## config.mk

```make
export PLATFORM = sky130hd
export DESIGN_NAME = pipelineControl
export DESIGN_NICKNAME = d
export VERILOG_FILES = /design/src/hw/pipelineControl.sv
export SDC_FILE = /design/constraint.sdc
export NUM_CORES = 1
export LEC_CHECK = 0
export ABC_AREA = 1
export BUFFER_PORTS_ARGS = -buffer_cell sky130_fd_sc_hd__buf_2
export CAP_MARGIN = 40
export CORE_ASPECT_RATIO = 1.4
export CORE_MARGIN = 4
export CORE_UTILIZATION = 53
export DETAILED_ROUTE_END_ITERATION = 12
export PLACE_DENSITY = 0.83
export SYNTH_ARGS = -nofsm -noshare
export SYNTH_HDL_FRONTEND = slang
export SYNTH_SLANG_ARGS = --single-unit
export TNS_END_PERCENT = 100
```

## constraint.sdc

```tcl
create_clock -name clk -period 2.6 [get_ports clk]
set_clock_uncertainty 0.2 [all_clocks]
set_input_delay 0.13 -clock clk [delete_from_list [all_inputs] [get_ports clk]]
set_output_delay 0.13 -clock clk [all_outputs]
set_load 0.05 [all_outputs]
```

## src/hw/pipelineControl.sv

```systemverilog
module pipelineControl (
    input  logic        clk,
    input  logic        rst1,
    input  logic        stall,
    input  logic        flush1,
    input  logic        flush2,
    input  logic        wbValid1,
    input  logic        wbValid2,
    output logic        exMemFlush1,
    output logic        exMemFlush2,
    output logic        exMemEn1,
    output logic        exMemEn2,
    output logic        memWbFlush1,
    output logic        memWbFlush2,
    output logic        memWbEn1,
    output logic        memWbEn2,
    output logic [31:0] retired
);

    // flush beats stall in the register, so a flushed lane is dropped even when held.
    assign exMemFlush1 = rst1 || flush1;
    assign exMemFlush2 = rst1 || flush2;
    assign exMemEn1    = !stall;
    assign exMemEn2    = !stall;

    assign memWbFlush1 = rst1;
    assign memWbFlush2 = rst1;
    assign memWbEn1    = !stall;
    assign memWbEn2    = !stall;

    // an instruction retires when it leaves writeback.
    always_ff @(posedge clk) begin
        if (rst1) begin
            retired <= '0;
        end else if (!stall) begin
            retired <= retired + 32'(wbValid1) + 32'(wbValid2);
        end
    end

endmodule

```

==> results of run 1 <==
path summary, 6_finish.rpt:
| path | start | to | slack [ns] | cells after the start |
|---|---|---|---|---|
| setup / recovery | retired[0] | retired[26] | 0.45 | 11 |
| hold / removal | wbValid2 | retired[0] | 0.06 | 4 |
| setup reg to reg | retired[0] | retired[26] | 0.45 | 11 |
| hold reg to reg | retired[11] | retired[11] | 0.30 | 2 |
placed cells by master, fill, tap and decap left out:
| cell type | instances |
|---|---|
| sky130_fd_sc_hd__nor2_8 | 3 |
| sky130_fd_sc_hd__a21oi_1 | 17 |
| sky130_fd_sc_hd__nand3b_1 | 1 |
| sky130_fd_sc_hd__nor2_1 | 57 |
| sky130_fd_sc_hd__nor3_2 | 1 |
| sky130_fd_sc_hd__and2_1 | 1 |
| sky130_fd_sc_hd__xor2_1 | 2 |
| sky130_fd_sc_hd__o21a_1 | 1 |
| sky130_fd_sc_hd__a211oi_1 | 1 |
| sky130_fd_sc_hd__or2_2 | 2 |
| sky130_fd_sc_hd__nand2_1 | 61 |
| sky130_fd_sc_hd__nand4_1 | 2 |
| sky130_fd_sc_hd__and3_1 | 1 |
| sky130_fd_sc_hd__o21ai_0 | 5 |
| sky130_fd_sc_hd__o21bai_1 | 1 |
| sky130_fd_sc_hd__clkbuf_8 | 6 |
| sky130_fd_sc_hd__clkbuf_1 | 2 |
| sky130_fd_sc_hd__dlygate4sd3_1 | 2 |
| sky130_fd_sc_hd__nand4_2 | 1 |
| sky130_fd_sc_hd__xnor2_1 | 1 |
| sky130_fd_sc_hd__nor2_2 | 6 |
| sky130_fd_sc_hd__nand2_4 | 4 |
| sky130_fd_sc_hd__clkinv_1 | 1 |
| sky130_fd_sc_hd__inv_1 | 31 |
| sky130_fd_sc_hd__o21ai_1 | 1 |
| sky130_fd_sc_hd__dfxtp_1 | 32 |
| sky130_fd_sc_hd__nand3_1 | 23 |
| sky130_fd_sc_hd__ha_1 | 1 |
| sky130_fd_sc_hd__nor3b_1 | 1 |
| sky130_fd_sc_hd__inv_2 | 4 |
| sky130_fd_sc_hd__nand2_2 | 8 |
| sky130_fd_sc_hd__buf_2 | 46 |
| sky130_fd_sc_hd__nor3_1 | 3 |
| sky130_fd_sc_hd__nor2_4 | 1 |
| sky130_fd_sc_hd__fa_1 | 1 |
timing repair:
item                      in CTS  in global routing
hold buffers                   2                  0
gates resized for setup        0                  0
hold endpoints to repair       4                  0
power groups by stage:
stage	clock [uW]	combinational, uW	sequential [uW]
final	407	88.5	498
after global routing	436	97.6	498
after CTS	414	89.4	498
after detailed placement	0	87.1	509
after global placement	0	85.7	509
after floorplan	0	60.9	521
cell type report:
class | instances | area (sq um) | share of cell area
Multi-Input combinational cell | 207 | 1050 | 0.473
Sequential cell | 32 | 641 | 0.289
Timing Repair Buffer | 48 | 250 | 0.113
Inverter | 36 | 135 | 0.0610
Clock buffer | 8 | 90.1 | 0.0407
Tap cell | 40 | 50.0 | 0.0226
cells in the mapped netlist (3+ instances only):
cell and n:
sky130_fd_sc_hd__inv_1 31, sky130_fd_sc_hd__dfxtp_1 32, sky130_fd_sc_hd__nand3_1 23, sky130_fd_sc_hd__o21ai_0 5, sky130_fd_sc_hd__nand2_4 4, sky130_fd_sc_hd__nor3_1 3, sky130_fd_sc_hd__nor2_8 3, sky130_fd_sc_hd__a21oi_1 17
sky130_fd_sc_hd__nor2_2 6, sky130_fd_sc_hd__buf_4 5, sky130_fd_sc_hd__nor2_1 57, sky130_fd_sc_hd__inv_2 4, sky130_fd_sc_hd__nand2_2 8, sky130_fd_sc_hd__nand2_1 61
per-layer routing:
metal | track usage | vias up | wire length (um)
met4 | 0.107 | 0 | 113
met2 | 0.381 | 55 | 2320
met5 | 0 | - | 0
met3 | 0.0493 | 12 | 277
met1 | 0.248 | 851 | 1850
li1 | - | 970 | -
worst reg2reg max path, stage by stage, from the launching register on:
cell	delay, ns
sky130_fd_sc_hd__dfxtp_1	0.34
sky130_fd_sc_hd__inv_1	0.05
sky130_fd_sc_hd__fa_1	0.35
sky130_fd_sc_hd__inv_1	0.11
sky130_fd_sc_hd__ha_1	0.22
sky130_fd_sc_hd__nand4_2	0.19
sky130_fd_sc_hd__nor2_2	0.19
sky130_fd_sc_hd__nand2_2	0.09
sky130_fd_sc_hd__nor2_1	0.12
sky130_fd_sc_hd__nand2_1	0.06
sky130_fd_sc_hd__nand2_1	0.06
sky130_fd_sc_hd__nor2_1	0.05
cells by family after synthesis:
family,after synthesis
and+or+nand+nor,176
buffers and inverters,44
DFF,32
AOI/OAI and AO/OA,26
xor gates and xnor gates,3
adders and majority gates,2
per-stage QoR:
step	util	area [sq um]	hold slack (ns)	std cells	power, uW
after CTS	0.650	2210	0.0658	371	1000
final	0.650	2210	0.0622	371	994
after floorplan	-	1880	0.0926	283	582
after global routing	0.650	2210	0.123	371	1030
after global placement	0.617	2100	0.206	361	595
after detailed placement	0.617	2100	0.229	361	596
==> impl_results.rst, run 1 <==
.. list-table::
   :header-rows: 1

   * - Metric
     - Value
   * - Worst Setup Start Kind
     - flop
   * - Post-synthesis share of cell area spent on and, or, nand and nor gates
     - 0.452
   * - First-pass GRT wire length
     - 7.94 mm
   * - Worst-path cell with the longest stage delay
     - sky130_fd_sc_hd__fa_1
   * - Cell family contributing the most delay on the critical path
     - simple AND/OR/NAND/NOR gates
   * - DRC viols
     - 0
   * - Filler cell count in the final layout
     - 334
   * - Cell type contributing the most total cell area after synthesis
     - sky130_fd_sc_hd__dfxtp_1
   * - XOR/XNOR Fraction of Synth Area
     - 0.0140
   * - Cell breakdown of the critical path
     - inv_1 > fa_1 > inv_1 > ha_1 > nand4_2 > nor2_2 > nand2_2 > nor2_1 > nand2_1 > nand2_1 > nor2_1
   * - Share of the cycle needed by the critical path after routing
     - 0.827
   * - Pwr/cell area
     - 449 nW/um^2
   * - Internal power summed over all cells
     - 732 uW
   * - Share of total power consumed by net switching
     - 0.263
   * - Port Buffer Count
     - 46
   * - Worst slack at placement
     - 0.478 ns
   * - Number of flops mapped to enable cells by yosys
     - 0
   * - Antenna Nets Post-Route
     - 0
   * - Biggest cell delay along the critical path
     - 0.35 ns
   * - Max-cap violation count
     - 0
   * - Post CTS Setup Buffer Count
     - 0
   * - Part of the power in the clock network
     - 0.410
   * - Post-layout min period
     - 2.15 ns
   * - Endpoint class of the critical path
     - flop
   * - Arithmetic-cell share of the synthesized area counting full adders, half adders and majority gates
     - 0.0173
   * - Root buffer selected by CTS
     - sky130_fd_sc_hd__clkbuf_8
   * - Iteration-0 DRC Markers
     - 43
   * - TritonCTS clock tree
     - built
   * - Synthesized cell area
     - about 1900 sq um
   * - DP Wirelength
     - 3.43 mm
   * - Initial core utilization
     - 0.552
   * - Peak clock frequency supported by timing
     - 0.465 GHz
   * - Sequential element share of the synthesized area
     - 0.340
   * - Path type of the worst setup path
     - reg2reg
   * - Fraction of layout cells with a size suffix above 1
     - 0.248
   * - Aggregate routed wire length
     - 4.56 mm
   * - Async S/R FF share, synth
     - 0
   * - Leakage
     - between 0.001 and 0.0015 uW
   * - Setup violators final
     - 0
   * - Flop pwr share
     - 0.501
   * - Crit-path max FO
     - 4
   * - Yosys top cell area share
     - 0.340
   * - Slew at the pin with the worst max-slew slack
     - 0.760 ns
   * - Top area cells in the synthesized netlist
     - sky130_fd_sc_hd__dfxtp_1 (34%), sky130_fd_sc_hd__nand2_1 (12%), sky130_fd_sc_hd__nor2_1 (11%), sky130_fd_sc_hd__inv_1 (6.2%), sky130_fd_sc_hd__nand3_1 (6.1%)
   * - Worst EP arrival
     - 2.14 ns
   * - Largest register FFs
     - 32
   * - Number of hold violations in the final report
     - 0
   * - Setup WS post-layout
     - 0.450 ns
   * - Dominant combinational cell family by area after synthesis
     - simple AND/OR/NAND/NOR gates
   * - CTS clk-pin slew, worst paths
     - 0.07 ns
   * - Die outline height
     - 78.5 um
   * - Die outline area
     - roughly 4600 sq um
   * - Combinational Power Share
     - 0.089
   * - Horiz. Die Dim
     - 58.4 um
   * - Routed wire per std cell
     - 12.3 um
   * - CTS Buf Count
     - 5
   * - Net count after synthesis
     - about 290
   * - Register name with the most flops
     - retired
   * - CTS H-tree depth
     - 2
   * - Gate count of the mapped netlist
     - approximately 280
   * - Vias per cell
     - 5.09
   * - Unrepaired setup endpoints after global routing
     - false
   * - Count of distinct cell types in the synthesized netlist
     - 35
   * - Compound-cell area share of the yosys netlist
     - 0.0731
   * - RePlAce Congestion
     - ~0.89
   * - Area added between synthesis and finish
     - 17.6%
   * - Final layout net count
     - 339
   * - Max IR drop VDD
     - 0.000436 V
   * - Pin count of the biggest net entering global routing
     - 24
   * - GRT Residual Overflow
     - 0
   * - Initial antenna violation count
     - 0
   * - Buffers plus inverters on the worst setup path
     - 2
   * - Registers with the most flip-flops
     - retired: 32 flops
   * - Clock sink total
     - 32
   * - Worst skew pair latency
     - 0.29 ns
   * - Detailed-route via count
     - around 1900
   * - Fraction of synthesized area in multiplexers
     - 0
   * - Max transition margin
     - 0.493
   * - Max-slew violations
     - 0
   * - Total core area
     - between 3000 and 4000 sq um
   * - Path class of the lowest-slack min-delay path
     - in2reg
   * - Top Ports
     - 47
   * - Syn. warnings
     - 0
   * - Overall track demand over capacity in global routing
     - 0.221
   * - Max Buffers Root-to-Sink
     - 2
   * - Per-instance average area after synthesis
     - ~6.7 sq um
   * - Synthesis-stage register bit count
     - 32
   * - Number of global-route vias before repair
     - 1842
   * - Critical path data required time
     - 2.59 ns
   * - Sum of negative setup slack
     - 0 ns
   * - First-pass iteration count of the detailed router
     - 4
   * - Number of standard-cell rows in the floorplan
     - 25
   * - Main flop type after synthesis
     - sky130_fd_sc_hd__dfxtp_1
   * - Antenna diodes
     - 0
   * - Net load switching power
     - 261 uW
   * - Run status
     - complete, no violations
Power figures use the tool's default switching activity.
==> inputs of run 2 (changes only) <==
- clock period: 2.6 -> 2 ns (I/O delays scaled with it)
==> impl_results.rst, run 2 (synthesized netlist as in run 1, its figures left out) <==
.. list-table::
   :header-rows: 1

   * - Metric
     - Value
   * - Max IR drop VDD
     - ~0.00046 V
   * - Leakage
     - 0.00118 uW
   * - Area added between synthesis and finish
     - 22.9%
   * - Aggregate routed wire length
     - 4.70 mm
   * - Antenna Nets Post-Route
     - 0
   * - Die outline height
     - 78.5 um
   * - Part of the power in the clock network
     - 0.400
   * - Routed wire per std cell
     - 12.5 um
   * - Critical path data required time
     - 1.98 ns
   * - Worst Setup Start Kind
     - flop
   * - Pin count of the biggest net entering global routing
     - 15
   * - Worst EP arrival
     - between 1.5 and 2 ns
   * - Number of standard-cell rows in the floorplan
     - 25
   * - Final design instance area without fill
     - 2310 sq um
   * - Peak clock frequency supported by timing
     - 0.511 GHz
   * - DP Wirelength
     - 3.43 mm
   * - Most common library cell in the layout ignoring fill and taps
     - sky130_fd_sc_hd__nand2_1
   * - Commonest cells after routing, fill and taps aside
     - sky130_fd_sc_hd__nand2_1 (61), sky130_fd_sc_hd__nor2_1 (54), sky130_fd_sc_hd__buf_2 (46)
   * - Path type of the worst setup path
     - reg2reg
   * - Endpoint class of the critical path
     - flop
   * - Crit-path max FO
     - 3
   * - Antenna diodes
     - 0
   * - Setup violators final
     - 0
   * - Top Ports
     - 47
   * - First-pass iteration count of the detailed router
     - 4
   * - Registers with the most flip-flops
     - retired: 32 flops
   * - Slew at the pin with the worst max-slew slack
     - 0.331 ns
   * - Max-cap violation count
     - 0
   * - Overall track demand over capacity in global routing
     - 0.221
   * - Share of the cycle needed by the critical path after routing
     - 0.978
   * - Combinational Power Share
     - 0.098
   * - Max transition margin
     - 0.778
   * - Vias per cell
     - 5.13
   * - Largest register FFs
     - 32
   * - Max Buffers Root-to-Sink
     - 2
   * - Sum of negative setup slack
     - 0 ns
   * - Fraction of layout cells with a size suffix above 1
     - 0.294
   * - Run status
     - complete, no violations
   * - Die outline area
     - 4580 sq um
   * - Iteration-0 DRC Markers
     - around 70
   * - Pwr/cell area
     - 559 nW/um^2
   * - Minimum setup slack among reg-to-reg paths
     - roughly 0.044 ns
   * - Final layout net count
     - 345
   * - Horiz. Die Dim
     - 58.4 um
   * - Port Buffer Count
     - 46
   * - Share of total power consumed by net switching
     - 0.258
   * - First-pass GRT wire length
     - 7.89 mm
   * - Internal power summed over all cells
     - approximately 960 uW
   * - Initial core utilization
     - 0.552
   * - GRT Residual Overflow
     - 0
   * - Register name with the most flops
     - retired
   * - Worst-path cell with the longest stage delay
     - sky130_fd_sc_hd__dfxtp_4
   * - Biggest cell delay along the critical path
     - 0.35 ns
   * - CTS H-tree depth
     - 2
   * - Total placed instance area
     - 2160 sq um
   * - TritonCTS clock tree
     - built
   * - DRC viols
     - 0
   * - CTS clk-pin slew, worst paths
     - 0.07 ns
   * - Detailed-route via count
     - 1934
   * - Flop pwr share
     - 0.502
   * - Worst skew pair latency
     - 0.28 ns
   * - RePlAce Congestion
     - between 0.9 and 1
   * - Initial antenna violation count
     - 0
   * - Cell breakdown of the critical path
     - inv_2 > fa_2 > inv_2 > ha_4 > nand4_4 > nor2_4 > nand2_2 > nor2_2 > nand2_1 > nand2_1 > nor2_1
   * - Path class of the lowest-slack min-delay path
     - in2reg
   * - Number of hold violations in the final report
     - 0
   * - Number of global-route vias before repair
     - ~1800
   * - Root buffer selected by CTS
     - sky130_fd_sc_hd__clkbuf_8
   * - Max-slew violations
     - 0
   * - CTS Buf Count
     - 5
   * - Total core area
     - 3410 sq um
   * - Net load switching power
     - ~330 uW
   * - Unrepaired setup endpoints after global routing
     - true
   * - Clock sink total
     - 32
   * - Post-layout min period
     - 1.96 ns
[run 2: layer usage]
| metal | vias to the layer above | track usage | wire, um |
|---|---|---|---|
| met1 | 856 | 0.236 | 1780 |
| met5 | - | 0 | 0 |
| li1 | 983 | - | - |
| met2 | 75 | 0.383 | 2390 |
| met4 | 0 | 0.130 | 197 |
| met3 | 20 | 0.0493 | 331 |
[run 2: what timing repair did]
item	CTS	global route
endpoints found under the hold margin	8	0
buffers inserted	0	4
resized for setup	0	4
hold buffers	2	0
setup endpoints to repair	0	7
[run 2: worst paths after layout]
path,from,cells after the start,to
worst max register to register,retired[0],11,retired[24]
worst min-delay path,wbValid2,4,retired[0]
worst min register to register,retired[11],2,retired[11]
worst max-delay path,retired[0],11,retired[24]
[run 2: critical path, delay by kind of cell, from the launching register on]
kind	cells	cell delay [ns]
flip-flops	1	0.35
AND/OR/NAND/NOR	7	0.71
buffers and inverters	2	0.12
adder cells (fa/ha/maj)	2	0.48
[run 2: layout make-up]
cell class	instances	area, sq um
clock buffer	8	90.1
tap	40	50.0
multi-input combinational	207	1100
sequential	32	644
fill	306	1090
timing repair buffer	54	295
inverter	36	135
[run 2: power groups by stage]
stage	logic [uW]	registers [uW]	clock network [uW]
2_1_floorplan	84.5	680	0
3_3_place_gp	120	663	0
3_5_place_dp	121	664	0
4_1_cts	125	649	523
5_1_grt	137	650	559
6_report	127	649	517
[run 2: through the flow]
step / power, uW / hold slack (ns) / util / setup slack, ns / std cells
2_1_floorplan: 764 / 0.0625 / - / -0.00231 / 283
3_3_place_gp: 783 / 0.172 / 0.634 / 0.117 / 363
3_5_place_dp: 785 / 0.198 / 0.634 / 0.0745 / 363
4_1_cts: 1300 / 0.0747 / 0.666 / 0.0468 / 373
5_1_grt: 1350 / 0.0981 / 0.679 / -0.0823 / 377
6_report: 1290 / 0.0696 / 0.679 / 0.0438 / 377
