[src/hw/backEndPkg.sv]
package backEndPkg;

    // ------------------------------------------------------------------------
    // widths
    // ------------------------------------------------------------------------
    localparam int xlen     = 32;
    localparam int regAddrW = 5;
    localparam int memWords = 256;                  // data memory depth in words.
    localparam int memAddrW = $clog2(memWords);

    typedef enum logic [1:0] {
        resultAlu = 2'd0,
        resultMem = 2'd1,
        resultPc4 = 2'd2,
        resultPc8 = 2'd3
    } resultSrcT;

    // same encoding as the RV32I load/store funct3.
    typedef enum logic [2:0] {
        sizeByte  = 3'b000,
        sizeHalf  = 3'b001,
        sizeWord  = 3'b010,
        sizeByteU = 3'b100,
        sizeHalfU = 3'b101
    } accessSizeT;

    // ------------------------------------------------------------------------
    // stage payloads
    // ------------------------------------------------------------------------
    typedef struct packed {
        logic              valid;
        logic              regWrite;
        resultSrcT         resultSrc;
        logic              memWrite;
        logic              memRead;
        accessSizeT        accessSize;
        logic [xlen-1:0]   aluResult;               // also the byte address for loads and stores.
        logic [xlen-1:0]   storeData;
        logic [regAddrW-1:0] rd;
        logic [xlen-1:0]   pcPlus4;
    } exMemT;

    typedef struct packed {
        logic              valid;
        logic              regWrite;
        resultSrcT         resultSrc;
        logic [xlen-1:0]   aluResult;
        logic [xlen-1:0]   readData;                // already extended.
        logic [regAddrW-1:0] rd;
        logic [xlen-1:0]   pcPlus4;
    } memWbT;

endpackage

[src/hw/memPortIf.sv]
interface memPortIf;
    import backEndPkg::*;

    logic [memAddrW-1:0] addr;                      // word address.
    logic [xlen-1:0]     writeData;
    logic [3:0]          byteEn;
    logic                writeEn;
    logic [xlen-1:0]     readData;

    modport requester (
        output addr, writeData, byteEn, writeEn,
        input  readData
    );

    modport memory (
        input  addr, writeData, byteEn, writeEn,
        output readData
    );

endinterface

[src/hw/memoryAccess.sv]
module memoryAccess (
    input  backEndPkg::exMemT mem1,
    input  backEndPkg::exMemT mem2,
    memPortIf.requester       port1,
    memPortIf.requester       port2,
    output backEndPkg::memWbT wb1,
    output backEndPkg::memWbT wb2
);
    import backEndPkg::*;

    // ------------------------------------------------------------------------
    // helpers shared by both lanes
    // ------------------------------------------------------------------------
    function automatic logic [memAddrW-1:0] wordAddr(exMemT m);
        return m.aluResult[memAddrW+1:2];
    endfunction

    function automatic logic [3:0] byteEnables(accessSizeT size, logic [1:0] offset);
        case (size)
            sizeByte, sizeByteU: return 4'b0001 << offset;
            sizeHalf, sizeHalfU: return offset[1] ? 4'b1100 : 4'b0011;
            default:             return 4'b1111;
        endcase
    endfunction

    // data is copied into every byte lane, the byte enables pick the right one.
    function automatic logic [xlen-1:0] alignStore(accessSizeT size, logic [xlen-1:0] data);
        case (size)
            sizeByte, sizeByteU: return {4{data[7:0]}};
            sizeHalf, sizeHalfU: return {2{data[15:0]}};
            default:             return data;
        endcase
    endfunction

    function automatic logic [xlen-1:0] extendLoad(accessSizeT size, logic [1:0] offset,
                                                   logic [xlen-1:0] word);
        logic [xlen-1:0] shifted;
        logic [7:0]      loadByte;
        logic [15:0]     loadHalf;
        shifted  = word >> {offset, 3'b000};
        loadByte = shifted[7:0];
        loadHalf = offset[1] ? word[31:16] : word[15:0];
        case (size)
            sizeByte:  return {{24{loadByte[7]}}, loadByte};
            sizeByteU: return {24'b0, loadByte};
            sizeHalf:  return {{16{loadHalf[15]}}, loadHalf};
            sizeHalfU: return {16'b0, loadHalf};
            default:   return word;
        endcase
    endfunction

    function automatic memWbT formWb(exMemT m, logic [xlen-1:0] rawWord);
        memWbT w;
        w.valid     = m.valid;
        w.regWrite  = m.regWrite;
        w.resultSrc = m.resultSrc;
        w.aluResult = m.aluResult;
        w.readData  = m.memRead ? extendLoad(m.accessSize, m.aluResult[1:0], rawWord) : '0;
        w.rd        = m.rd;
        w.pcPlus4   = m.pcPlus4;
        return w;
    endfunction

    // ------------------------------------------------------------------------
    // requests
    // ------------------------------------------------------------------------
    assign port1.addr      = wordAddr(mem1);
    assign port1.byteEn    = byteEnables(mem1.accessSize, mem1.aluResult[1:0]);
    assign port1.writeData = alignStore(mem1.accessSize, mem1.storeData);
    assign port1.writeEn   = mem1.valid && mem1.memWrite;   // bubbles never store.

    assign port2.addr      = wordAddr(mem2);
    assign port2.byteEn    = byteEnables(mem2.accessSize, mem2.aluResult[1:0]);
    assign port2.writeData = alignStore(mem2.accessSize, mem2.storeData);
    assign port2.writeEn   = mem2.valid && mem2.memWrite;

    // writeback payloads.
    assign wb1 = formWb(mem1, port1.readData);
    assign wb2 = formWb(mem2, port2.readData);

endmodule

[src/flat_wrapper.sv]
// flat-port wrapper written by rule: the top's interface ports become plain ports
module memoryAccess_flat import backEndPkg::*;
  (mem1, mem2, wb1, wb2, port1_addr, port1_writeData, port1_byteEn, port1_writeEn, port1_readData, port2_addr, port2_writeData, port2_byteEn, port2_writeEn, port2_readData);
  memPortIf port1_i ();
  memPortIf port2_i ();
  input  backEndPkg::exMemT mem1;
  input  backEndPkg::exMemT mem2;
  output backEndPkg::memWbT wb1;
  output backEndPkg::memWbT wb2;
  output wire logic [$bits(port1_i.addr)-1:0] port1_addr;
  output wire logic [$bits(port1_i.writeData)-1:0] port1_writeData;
  output wire logic [$bits(port1_i.byteEn)-1:0] port1_byteEn;
  output wire logic [$bits(port1_i.writeEn)-1:0] port1_writeEn;
  input wire logic [$bits(port1_i.readData)-1:0] port1_readData;
  output wire logic [$bits(port2_i.addr)-1:0] port2_addr;
  output wire logic [$bits(port2_i.writeData)-1:0] port2_writeData;
  output wire logic [$bits(port2_i.byteEn)-1:0] port2_byteEn;
  output wire logic [$bits(port2_i.writeEn)-1:0] port2_writeEn;
  input wire logic [$bits(port2_i.readData)-1:0] port2_readData;
  assign port1_addr = port1_i.addr;
  assign port1_writeData = port1_i.writeData;
  assign port1_byteEn = port1_i.byteEn;
  assign port1_writeEn = port1_i.writeEn;
  assign port1_i.readData = port1_readData;
  assign port2_addr = port2_i.addr;
  assign port2_writeData = port2_i.writeData;
  assign port2_byteEn = port2_i.byteEn;
  assign port2_writeEn = port2_i.writeEn;
  assign port2_i.readData = port2_readData;
  memoryAccess u_core (.mem1(mem1), .mem2(mem2), .port1(port1_i), .port2(port2_i), .wb1(wb1), .wb2(wb2));
endmodule
[config.mk]
export PLATFORM = sky130hd
export DESIGN_NAME = memoryAccess_flat
export DESIGN_NICKNAME = d
export VERILOG_FILES = /design/src/hw/backEndPkg.sv /design/src/hw/memPortIf.sv /design/src/hw/memoryAccess.sv /design/src/flat_wrapper.sv
export SDC_FILE = /design/constraint.sdc
export NUM_CORES = 1
export LEC_CHECK = 0
export CAP_MARGIN = 0
export CORE_AREA = 2 2 230 232
export DETAILED_ROUTE_END_ITERATION = 7
export DIE_AREA = 0 0 232 234
export DONT_BUFFER_PORTS = 1
export PLACE_DENSITY_LB_ADDON = 0.08
export SYNTH_ARGS = -nofsm -noshare
export SYNTH_HDL_FRONTEND = slang
export SYNTH_SLANG_ARGS = --single-unit
[constraint.sdc]
create_clock -name vclk -period 2.5
set_input_delay 0.125 -clock vclk [all_inputs]
set_output_delay 0.125 -clock vclk [all_outputs]
set_load 0.05 [all_outputs]
==> metrics.csv, run 1 <==
metric,value,unit
outcome,completed,
Die Y,234,um
number of global-route vias before repair,3220,
routed length per placed instance,18.4,um
Max-cap violations,0,
Worst EP required,2.38,ns
Simple-Gate Fraction of Synth Area,13.6,%
sequential cells,0,
largest family of logic cells by synthesized area,buffers and inverters,
die area,0.0543,mm2
RSZ-0062 raised after global routing,false,
largest net degree at the start of global routing,54,
Synth warnings,0,
min Tclk post-route,1.80,ns
layout cells sized above 1,35.2,%
Vias/cell,2.96,
maximum net fanout on the critical path,21,
pwr dens,284,mW/mm2
final-stage net count,641,
Final HPWL DP,16200,um
Synth Instances,503,
router iterations before antenna repair,6,
setup tns final,0,ns
crit end category,output port,
Setup-failing EPs final,0,
Layout area overhead,-4.35,%
register area share after synthesis,0,%
DR iter-0 viols,119,
library cells used by synthesis,36,
GRT Resource Usage Total,6.26,%
Port-buffer cells,0,
Avg Inst Size Synth,7.27,um2
Worst Max-Slew Pin Slew,0.983,ns
adder-cell share of the synthesized area,0,%
CP Launch Type,primary input,
Slew Limit Fails,0,
Worst Path Arrival,1.68,ns
cells resized by post-CTS repair,0,
clock buffers,0,
Fillers,6215,
Place WS,0.667,ns
drt drc,0,
worst hold path depth,0,
Die X,232,um
Tcrit/Tclk final,72.1,%
first-pass GRT wire length,24800,um
post-synthesis mux area share,23.1,%
post-CTS setup buffer count,0,
post-route setup slack,0.698,ns
"Net Count, Synth",787,
via total after detailed routing,3087,
DRT antenna net count,0,
Ant. Diodes,0,
Total Wirelength,19200,um
Max VDD drop,0.0957,mV
Hold Crit Class,primary input to output port,
maximum clock rate,555,MHz
initial antenna violation count,2,
Core ar.,0.0520,mm2
"Cell Area, Synth",0.00366,mm2
cell row count,84,
remaining global-route overflow,0,
XOR/XNOR Fraction of Synth Area,0,%
# IOs,584,
hold buffers post-CTS,0,
Lkg Pwr,1.22,nW
compound-cell area share of the yosys netlist,21.4,%
Max-slew headroom,34.0,%
CP Class,primary input to output port,
GPL Wtd Cong,0.816,
Seq. cell area,0,um2
total chip power,0.993,mW
initial core utilization,7.03,%
"Hold Vio Cnt, Final",0,
-- layout make-up --
type | instances | area (um2) | area share (%)
timing repair buffer | 62 | 465 | 13.3
tap | 688 | 861 | 24.6
inverter | 11 | 41.3 | 1.18
multi-input combinational | 282 | 2130 | 60.9
-- worst max-delay path, cell delays in order --
cell	delay [ns]
nor2_1	0.17
mux4_2	0.32
nand2_1	0.61
a21boi_1	0.17
buf_4	0.25
-- path summary, 6_finish.rpt --
| check | to | from | slack [ns] |
|---|---|---|---|
| worst max-delay path | wb1[53] | mem1[101] | 0.70 |
| worst min-delay path | wb1[90] | mem1[90] | 0.25 |
-- power breakdown --
part | total, mW | internal [mW] | leakage (nW) | switching [mW]
clock | 0 | 0 | 0 | 0
combinational | 0.993 | 0.263 | 1.22 | 0.730
sequential | 0 | 0 | 0 | 0
total | 0.993 | 0.263 | 1.22 | 0.730
-- per-stage QoR --
step           util [%]  instances  area (um2)  hold WS [ns]
3_5_place_dp       6.72       1043        3500         0.250
4_1_cts            6.72       1043        3500         0.250
5_1_grt            6.72       1043        3500         0.250
3_3_place_gp       6.72       1043        3500         0.250
2_1_floorplan         -        503        3660         0.417
6_report           6.72       1043        3500         0.250
-- placed cells by master, fill, tap and decap left out, types with 8 or more instances in the layout --
cell type and instances:
inv_1 10, o21ai_1 21, buf_4 62, nor2b_1 9, mux2_2 38, o22ai_1 8
nand2_1 65, mux2_1 8, a222oi_1 15, mux2i_1 26, a21boi_1 22, nand2_2 10
a22o_1 9
-- cell families after synthesis --
| group | Yosys count |
|---|---|
| muxes | 75 |
| AOI/OAI and AO/OA | 104 |
| buffers and inverters | 221 |
| and+or+nand+nor | 103 |
-- cell usage after synthesis (all sizes together), types with 4 or more instances --
cell type / count / area (um2)
buf: 194 / 1430
nand2: 75 / 307
mux2: 46 / 518
mux2i: 26 / 260
a21boi: 24 / 180
o21ai: 24 / 124
clkbuf: 16 / 61.3
a222oi: 15 / 150
inv: 11 / 41.3
nor2b: 10 / 65.1
a22o: 9 / 78.8
o22ai: 8 / 50.1
a22oi: 7 / 52.6
a31oi: 7 / 43.8
nor2: 7 / 31.3
o221ai: 7 / 61.3
and2: 4 / 25.0
-- routing by layer --
| layer | vias to the layer above | share of wire, % | track usage [%] | wire length, um |
|---|---|---|---|---|
| li1 | 1281 | - | - | - |
| met1 | 1400 | 30 | 5.49 | 5830 |
| met2 | 344 | 51 | 12.1 | 9720 |
| met3 | 60 | 15 | 3.26 | 2870 |
| met4 | 2 | 3.8 | 2.14 | 732 |
| met5 | - | 0.068 | 0 | 13 |
No activity file was read; power rests on OpenSTA's default activity.
==> inputs of run 2 (changes only) <==
- ABC_AREA: unset -> 1
- CORE_AREA: 2 2 230 232 -> 2 2 228 230
- DIE_AREA: 0 0 232 234 -> 0 0 230 232
- clock period: 2.5 -> 1.5 ns (I/O delays scaled with it)
==> run 2 against run 1 <==
Against the previous run: total power is 130% higher; synthesized cell count grew 37%; worst hold slack worse by 0.10 ns; combinational power grew 130%; sequential cell count did not move.
==> metrics.csv, run 2 <==
metric,value,unit,change
outcome,completed,,unchanged
Slowest cell on crit path,buf_12,,was nand2_1
Die Y,232,um,was 234 um
"Hold Vio Cnt, Final",0,,unchanged
drt drc,0,,unchanged
Max-cap violations,0,,unchanged
routed length per placed instance,18.6,um,was 18.4 um
Max-slew headroom,64.5,%,was 34.0%
Final HPWL DP,20400,um,was 16200 um
Max VDD drop,0.199,mV,was 0.0957 mV
Clk pwr share,0,%,about the same
Final Cell Area,0.00484,mm2,was 0.00350 mm2
Logic pwr share,100.0,%,about the same
Seq. cell area,0,um2,unchanged
Total Wirelength,24000,um,was 19200 um
crit-path cells,inv_2 > buf_12 > o21ai_2 > buf_4 > o21ai_0 > a31oi_2 > buf_12,,was nor2_1 > mux4_2 > nand2_1 > a21boi_1 > buf_4
initial antenna violation count,1,,was 2
largest cells by area after synthesis,"buf_4 (36%), nand2_1 (22%), o21ai_0 (6.3%), nor2_1 (5.2%), nand3_1 (4.2%)",,"was buf_4 (37%), mux2_2 (12%), mux2i_1 (7.1%), nand2_1 (6.7%), a21boi_1 (4.9%)"
Worst Max-Slew Pin Slew,0.532,ns,was 0.983 ns
initial core utilization,7.44,%,was 7.03%
Hold Crit Class,primary input to output port,,unchanged
largest net degree at the start of global routing,52,,was 54
RSZ-0062 raised after global routing,false,,unchanged
Worst EP required,1.42,ns,was 2.38 ns
Synth warnings,0,,unchanged
GRT Resource Usage Total,8.32,%,was 6.26%
switching part of the total,66.0,%,was 73.5%
Slew Limit Fails,0,,unchanged
maximum clock rate,758,MHz,
HP Start,mem1[30],,was mem1[90]
cell taking the most area after synthesis,buf_4,,unchanged
WHS Endpoint,wb1[30],,was wb1[90]
CP Class,primary input to output port,,unchanged
Setup-failing EPs final,0,,unchanged
worst hold path depth,0,,unchanged
most frequent cells in the layout,"nand2_1 (219), buf_4 (66), buf_12 (57), nor2_1 (46), o21ai_0 (42)",,"was nand2_1 (65), buf_4 (62), mux2_2 (38), mux2i_1 (26), a21boi_1 (22)"
Net Switching,1.54,mW,was 0.730 mW
max incr delay on CP,0.26,ns,was 0.61 ns
Fillers,6060,,was 6215
Reg power frac,0,%,about the same
Multi-input gate area,0.00217,mm2,was 0.00213 mm2
final-stage net count,892,,was 641
"most used cell, CP",buf_12,,
min Tclk post-route,1.32,ns,
Area after DPL,0.00484,mm2,was 0.00350 mm2
post-CTS setup buffer count,0,,unchanged
Lkg Pwr,2.19,nW,was 1.22 nW
register area share after synthesis,0,%,unchanged
die area,0.0534,mm2,was 0.0543 mm2
library cells used by synthesis,24,,was 36
pwr dens,481,mW/mm2,was 284 mW/mm2
Synth Instances,689,,was 503
crit end category,output port,,unchanged
router iterations before antenna repair,4,,was 6
GPL Wtd Cong,0.726,,was 0.816
maximum net fanout on the critical path,51,,was 21
first-pass GRT wire length,31700,um,was 24800 um
Pint,0.791,mW,was 0.263 mW
"count leader, synth",nand2_1,,was buf_4
Port-buffer cells,0,,unchanged
Vias/cell,3.05,,was 2.96
clock buffers,0,,unchanged
Finished Layout Cells,1287,,was 1043
Worst path top cell family by delay,buffers and inverters,,was simple AND/OR/NAND/NOR gates
"commonest non-fill, non-tap cell in the layout",nand2_1,,unchanged
sequential cells,0,,unchanged
number of global-route vias before repair,4059,,was 3220
Tcrit/Tclk final,87.9,%,
buffer and inverter count on the worst path,4,,was 1
"Cell Area, Synth",0.00378,mm2,was 0.00366 mm2
Worst Path Arrival,1.24,ns,was 1.68 ns
"Net Count, Synth",973,,was 787
# IOs,584,,unchanged
DRT antenna net count,0,,unchanged
cell row count,83,,was 84
via total after detailed routing,3920,,was 3087
Core ar.,0.0509,mm2,was 0.0520 mm2
layout cells sized above 1,30.9,%,was 35.2%
remaining global-route overflow,0,,unchanged
Die X,230,um,was 232 um
Synth top area share,35.5,%,was 36.8%
dpl cells,1287,,was 1043
Avg Inst Size Synth,5.49,um2,was 7.27 um2
DR iter-0 viols,111,,was 119
synth cell count leaders,"nand2_1 (219), buf_4 (179), nor2_1 (52), o21ai_0 (48), inv_1 (39)",,"was buf_4 (179), nand2_1 (65), mux2_2 (38), mux2i_1 (26), a21boi_1 (24)"
CP Launch Type,primary input,,unchanged
Layout area overhead,27.8,%,was -4.35%
run 2: routing by layer:
layer | vias up | GRT usage [%] | wire length [um] | share of wire, %
met3 | 76 | 3.70 | 2940 | 12
met4 | 4 | 2.54 | 826 | 3.4
li1 | 1805 | - | - | -
met5 | - | 0.643 | 59 | 0.25
met2 | 329 | 15.0 | 11600 | 49
met1 | 1706 | 8.58 | 8500 | 35
run 2: worst max-delay path by stage:
stage / from / to / cells past startpoint
6_report: mem1[102] / wb1[43] / 7
5_1_grt: mem1[102] / wb1[37] / 7
4_1_cts: mem1[102] / wb1[43] / 7
3_5_place_dp: mem1[102] / wb1[57] / 6
3_3_place_gp: mem1[102] / wb1[57] / 6
2_1_floorplan: mem2[102] / port2_writeData[12] / 4
run 2: power groups by stage:
stage               registers, mW  logic, mW  clock network (mW)
detailed placement              0       2.38                   0
floorplan                       0       2.77                   0
global route                    0       2.47                   0
global placement                0       2.40                   0
finish                          0       2.33         0.000000106
CTS                             0       2.38                   0
run 2: cell type report:
cell class / instances / area share [%]
Antenna cell: 1 / 0.0517
Inverter: 46 / 3.57
Multi-Input combinational cell: 437 / 45.0
Tap cell: 680 / 17.6
Timing Repair Buffer: 123 / 33.8
run 2: cells by family after synthesis:
group           Yosys count  synth area share [%]
buf+inv                 252                  44.5
mux                       7                  1.85
simple gates            343                  41.2
compound gates           87                  12.5
run 2: through the flow:
stage	power, mW	utilization (%)	hold slack, ns	setup WS (ns)	setup TNS [ns]
floorplan	2.77	-	0.317	-0.155	-0.319
global placement	2.40	9.52	0.150	0.0256	0
detailed placement	2.38	9.52	0.150	0.00137	0
CTS	2.38	9.50	0.150	0.126	0
global route	2.47	9.50	0.150	0.0481	0
finish	2.33	9.51	0.150	0.181	0
run 2: timing repair:
item | CTS | global route
hold buffers | 0 | 0
gates resized for setup | 0 | 0
setup endpoints to repair | 1 | 0
==> inputs of run 3 (changes only) <==
- BUFFER_PORTS_ARGS: unset -> -buffer_cell sky130_fd_sc_hd__buf_2
- CORE_AREA: 2 2 228 230 -> 2 2 226 228
- DIE_AREA: 0 0 230 232 -> 0 0 228 230
- DONT_BUFFER_PORTS: 1 -> unset
==> run 3 against run 2 <==
Against the previous run: routed wire length grew 2.1%; sequential share of layout area is the same; global-route usage grew 0.48 points; first-iteration DRC count grew 7.2%; final cell count grew 17%; maximum frequency shrank 5.8%; cell area grew 19%; via count grew 19%; total power grew 18%; non-clock buffer count grew 230; critical path depth grew 5; count of clock-buffer cells in the layout is the same; highest routed layer unchanged.
==> metrics.csv, run 3 (same netlist as run 2, synthesis figures left out) <==
metric,value,unit,change
die area,0.0524,mm2,was 0.0534 mm2
"most used cell, CP",nand2_1,,was buf_12
Hold Crit Class,primary input to output port,,unchanged
layout cells sized above 1,51.6,%,was 30.9%
CP Launch Type,primary input,,unchanged
routed length per placed instance,16.2,um,was 18.6 um
"commonest non-fill, non-tap cell in the layout",buf_2,,was nand2_1
final-stage net count,1122,,was 892
total chip power,2.74,mW,was 2.33 mW
Vias/cell,3.08,,was 3.05
most frequent cells in the layout,"buf_2 (235), nand2_1 (219), buf_4 (59), o21ai_0 (45), nor2_1 (39)",,"was nand2_1 (219), buf_4 (66), buf_12 (57), nor2_1 (46), o21ai_0 (42)"
drt drc,0,,unchanged
Max-slew headroom,66.5,%,was 64.5%
Slew Limit Fails,0,,unchanged
GPL Wtd Cong,0.783,,was 0.726
Lkg Pwr,3.01,nW,was 2.19 nW
cell row count,82,,was 83
router iterations before antenna repair,4,,unchanged
Total Wirelength,24500,um,was 24000 um
number of global-route vias before repair,4844,,was 4059
DRT antenna net count,0,,unchanged
Tcrit/Tclk final,93.3,%,was 87.9%
remaining global-route overflow,0,,unchanged
worst hold path depth,0,,unchanged
pwr dens,476,mW/mm2,was 481 mW/mm2
Port-buffer cells,288,,was 0
WHS Endpoint,wb1[12],,was wb1[30]
dpl cells,1507,,was 1287
RSZ-0062 raised after global routing,true,,was false
Layout area overhead,52.3,%,was 27.8%
Worst Max-Slew Pin Slew,0.497,ns,was 0.532 ns
Seq. cell area,0,um2,unchanged
Die X,228,um,was 230 um
sequential cells,0,,unchanged
CP Class,primary input to output port,,unchanged
crit end category,output port,,unchanged
Area after DPL,0.00556,mm2,was 0.00484 mm2
clock buffers,0,,unchanged
Final HPWL DP,21600,um,was 20400 um
Setup-failing EPs final,0,,unchanged
setup tns final,0,ns,unchanged
HP Start,mem1[12],,was mem1[30]
"Hold Vio Cnt, Final",0,,unchanged
# IOs,584,,unchanged
Worst EP required,1.42,ns,about the same
Slowest cell on crit path,buf_2,,was buf_12
largest net degree at the start of global routing,26,,was 52
"Core Util, Final",11.6,%,was 9.51%
DR iter-0 viols,119,,was 111
GRT Resource Usage Total,8.79,%,was 8.32%
initial core utilization,7.59,%,was 7.44%
outcome,completed,,unchanged
via total after detailed routing,4650,,was 3920
max incr delay on CP,0.26,ns,about the same
min Tclk post-route,1.40,ns,was 1.32 ns
Max-cap violations,0,,unchanged
Core ar.,0.0499,mm2,was 0.0509 mm2
Finished Layout Cells,1509,,was 1287
Final Cell Area,0.00576,mm2,was 0.00484 mm2
Max VDD drop,0.149,mV,was 0.199 mV
crit-path cells,buf_2 > inv_2 > nand2_1 > nand2_1 > nand2_1 > nand2_2 > nand2_4 > nand3_2 > nand2_8 > buf_4 > nor2_4 > buf_2,,was inv_2 > buf_12 > o21ai_2 > buf_4 > o21ai_0 > a31oi_2 > buf_12
hold buffers post-CTS,0,,unchanged
initial antenna violation count,2,,was 1
maximum clock rate,715,MHz,was 758 MHz
Worst Path Arrival,1.32,ns,was 1.24 ns
maximum net fanout on the critical path,9,,was 51
first-pass GRT wire length,34300,um,was 31700 um
Die Y,230,um,was 232 um
[run 3: cell count changes in the layout (fill, tap and decap cells not counted), sizes merged]
cell / change
clkbuf: +14
buf: +216
clkinvlp: +1
inv: -1
[run 3: metrics by stage]
stage | hold slack (ns) | worst slack [ns]
final | 0.150 | 0.101
after global routing | 0.150 | -0.00519
after CTS | 0.150 | 0.000453
after detailed placement | 0.150 | -0.0701
after global placement | 0.150 | -0.0800
after floorplan | 0.317 | -0.155
[run 3: worst max-delay path by stage]
| stage | startpoint | slack [ns] | to |
|---|---|---|---|
| global route | mem1[102] | -0.005 | wb1[68] |
| floorplan | mem2[102] | -0.15 | port2_writeData[12] |
| detailed placement | mem1[69] | -0.07 | wb1[56] |
| global placement | mem1[69] | -0.08 | wb1[54] |
| CTS | mem1[102] | 0.0005 | wb1[67] |
| finish | mem2[69] | 0.10 | wb2[65] |
[run 3: worst max-delay path: cells and delay by family]
| kind | cells | cell delay [ns] |
|---|---|---|
| buffers and inverters | 4 | 0.65 |
| AND/OR/NAND/NOR | 8 | 0.58 |
[run 3: layer usage]
| layer | track usage, % | vias to the layer above | wire, um |
|---|---|---|---|
| li1 | - | 2267 | - |
| met1 | 9.77 | 2006 | 9630 |
| met2 | 16.1 | 314 | 12000 |
| met3 | 3.08 | 61 | 2280 |
| met4 | 1.88 | 2 | 583 |
| met5 | 0 | - | 13 |
[run 3: final cells by class]
type | instances | area, um2
timing repair buffer | 353 | 2500
tap | 672 | 841
multi-input combinational | 437 | 2240
inverter | 46 | 179
fill | 5995 | 44100
antenna | 1 | 2.50
[run 3: what timing repair did]
action | 4_1_cts | 5_1_grt
pin swaps | 0 | 2
cloned | 0 | 0
gates resized for setup | 13 | 61
setup buffers | 0 | 1
setup endpoints to repair | 20 | 40
[run 3: report_power, final]
part	leakage [nW]	total [mW]	switching [mW]	internal (mW)
registers	0	0	0	0
clock network	0.00000634	0.0000000899	0	0.0000000899
logic	3.01	2.74	1.88	0.866
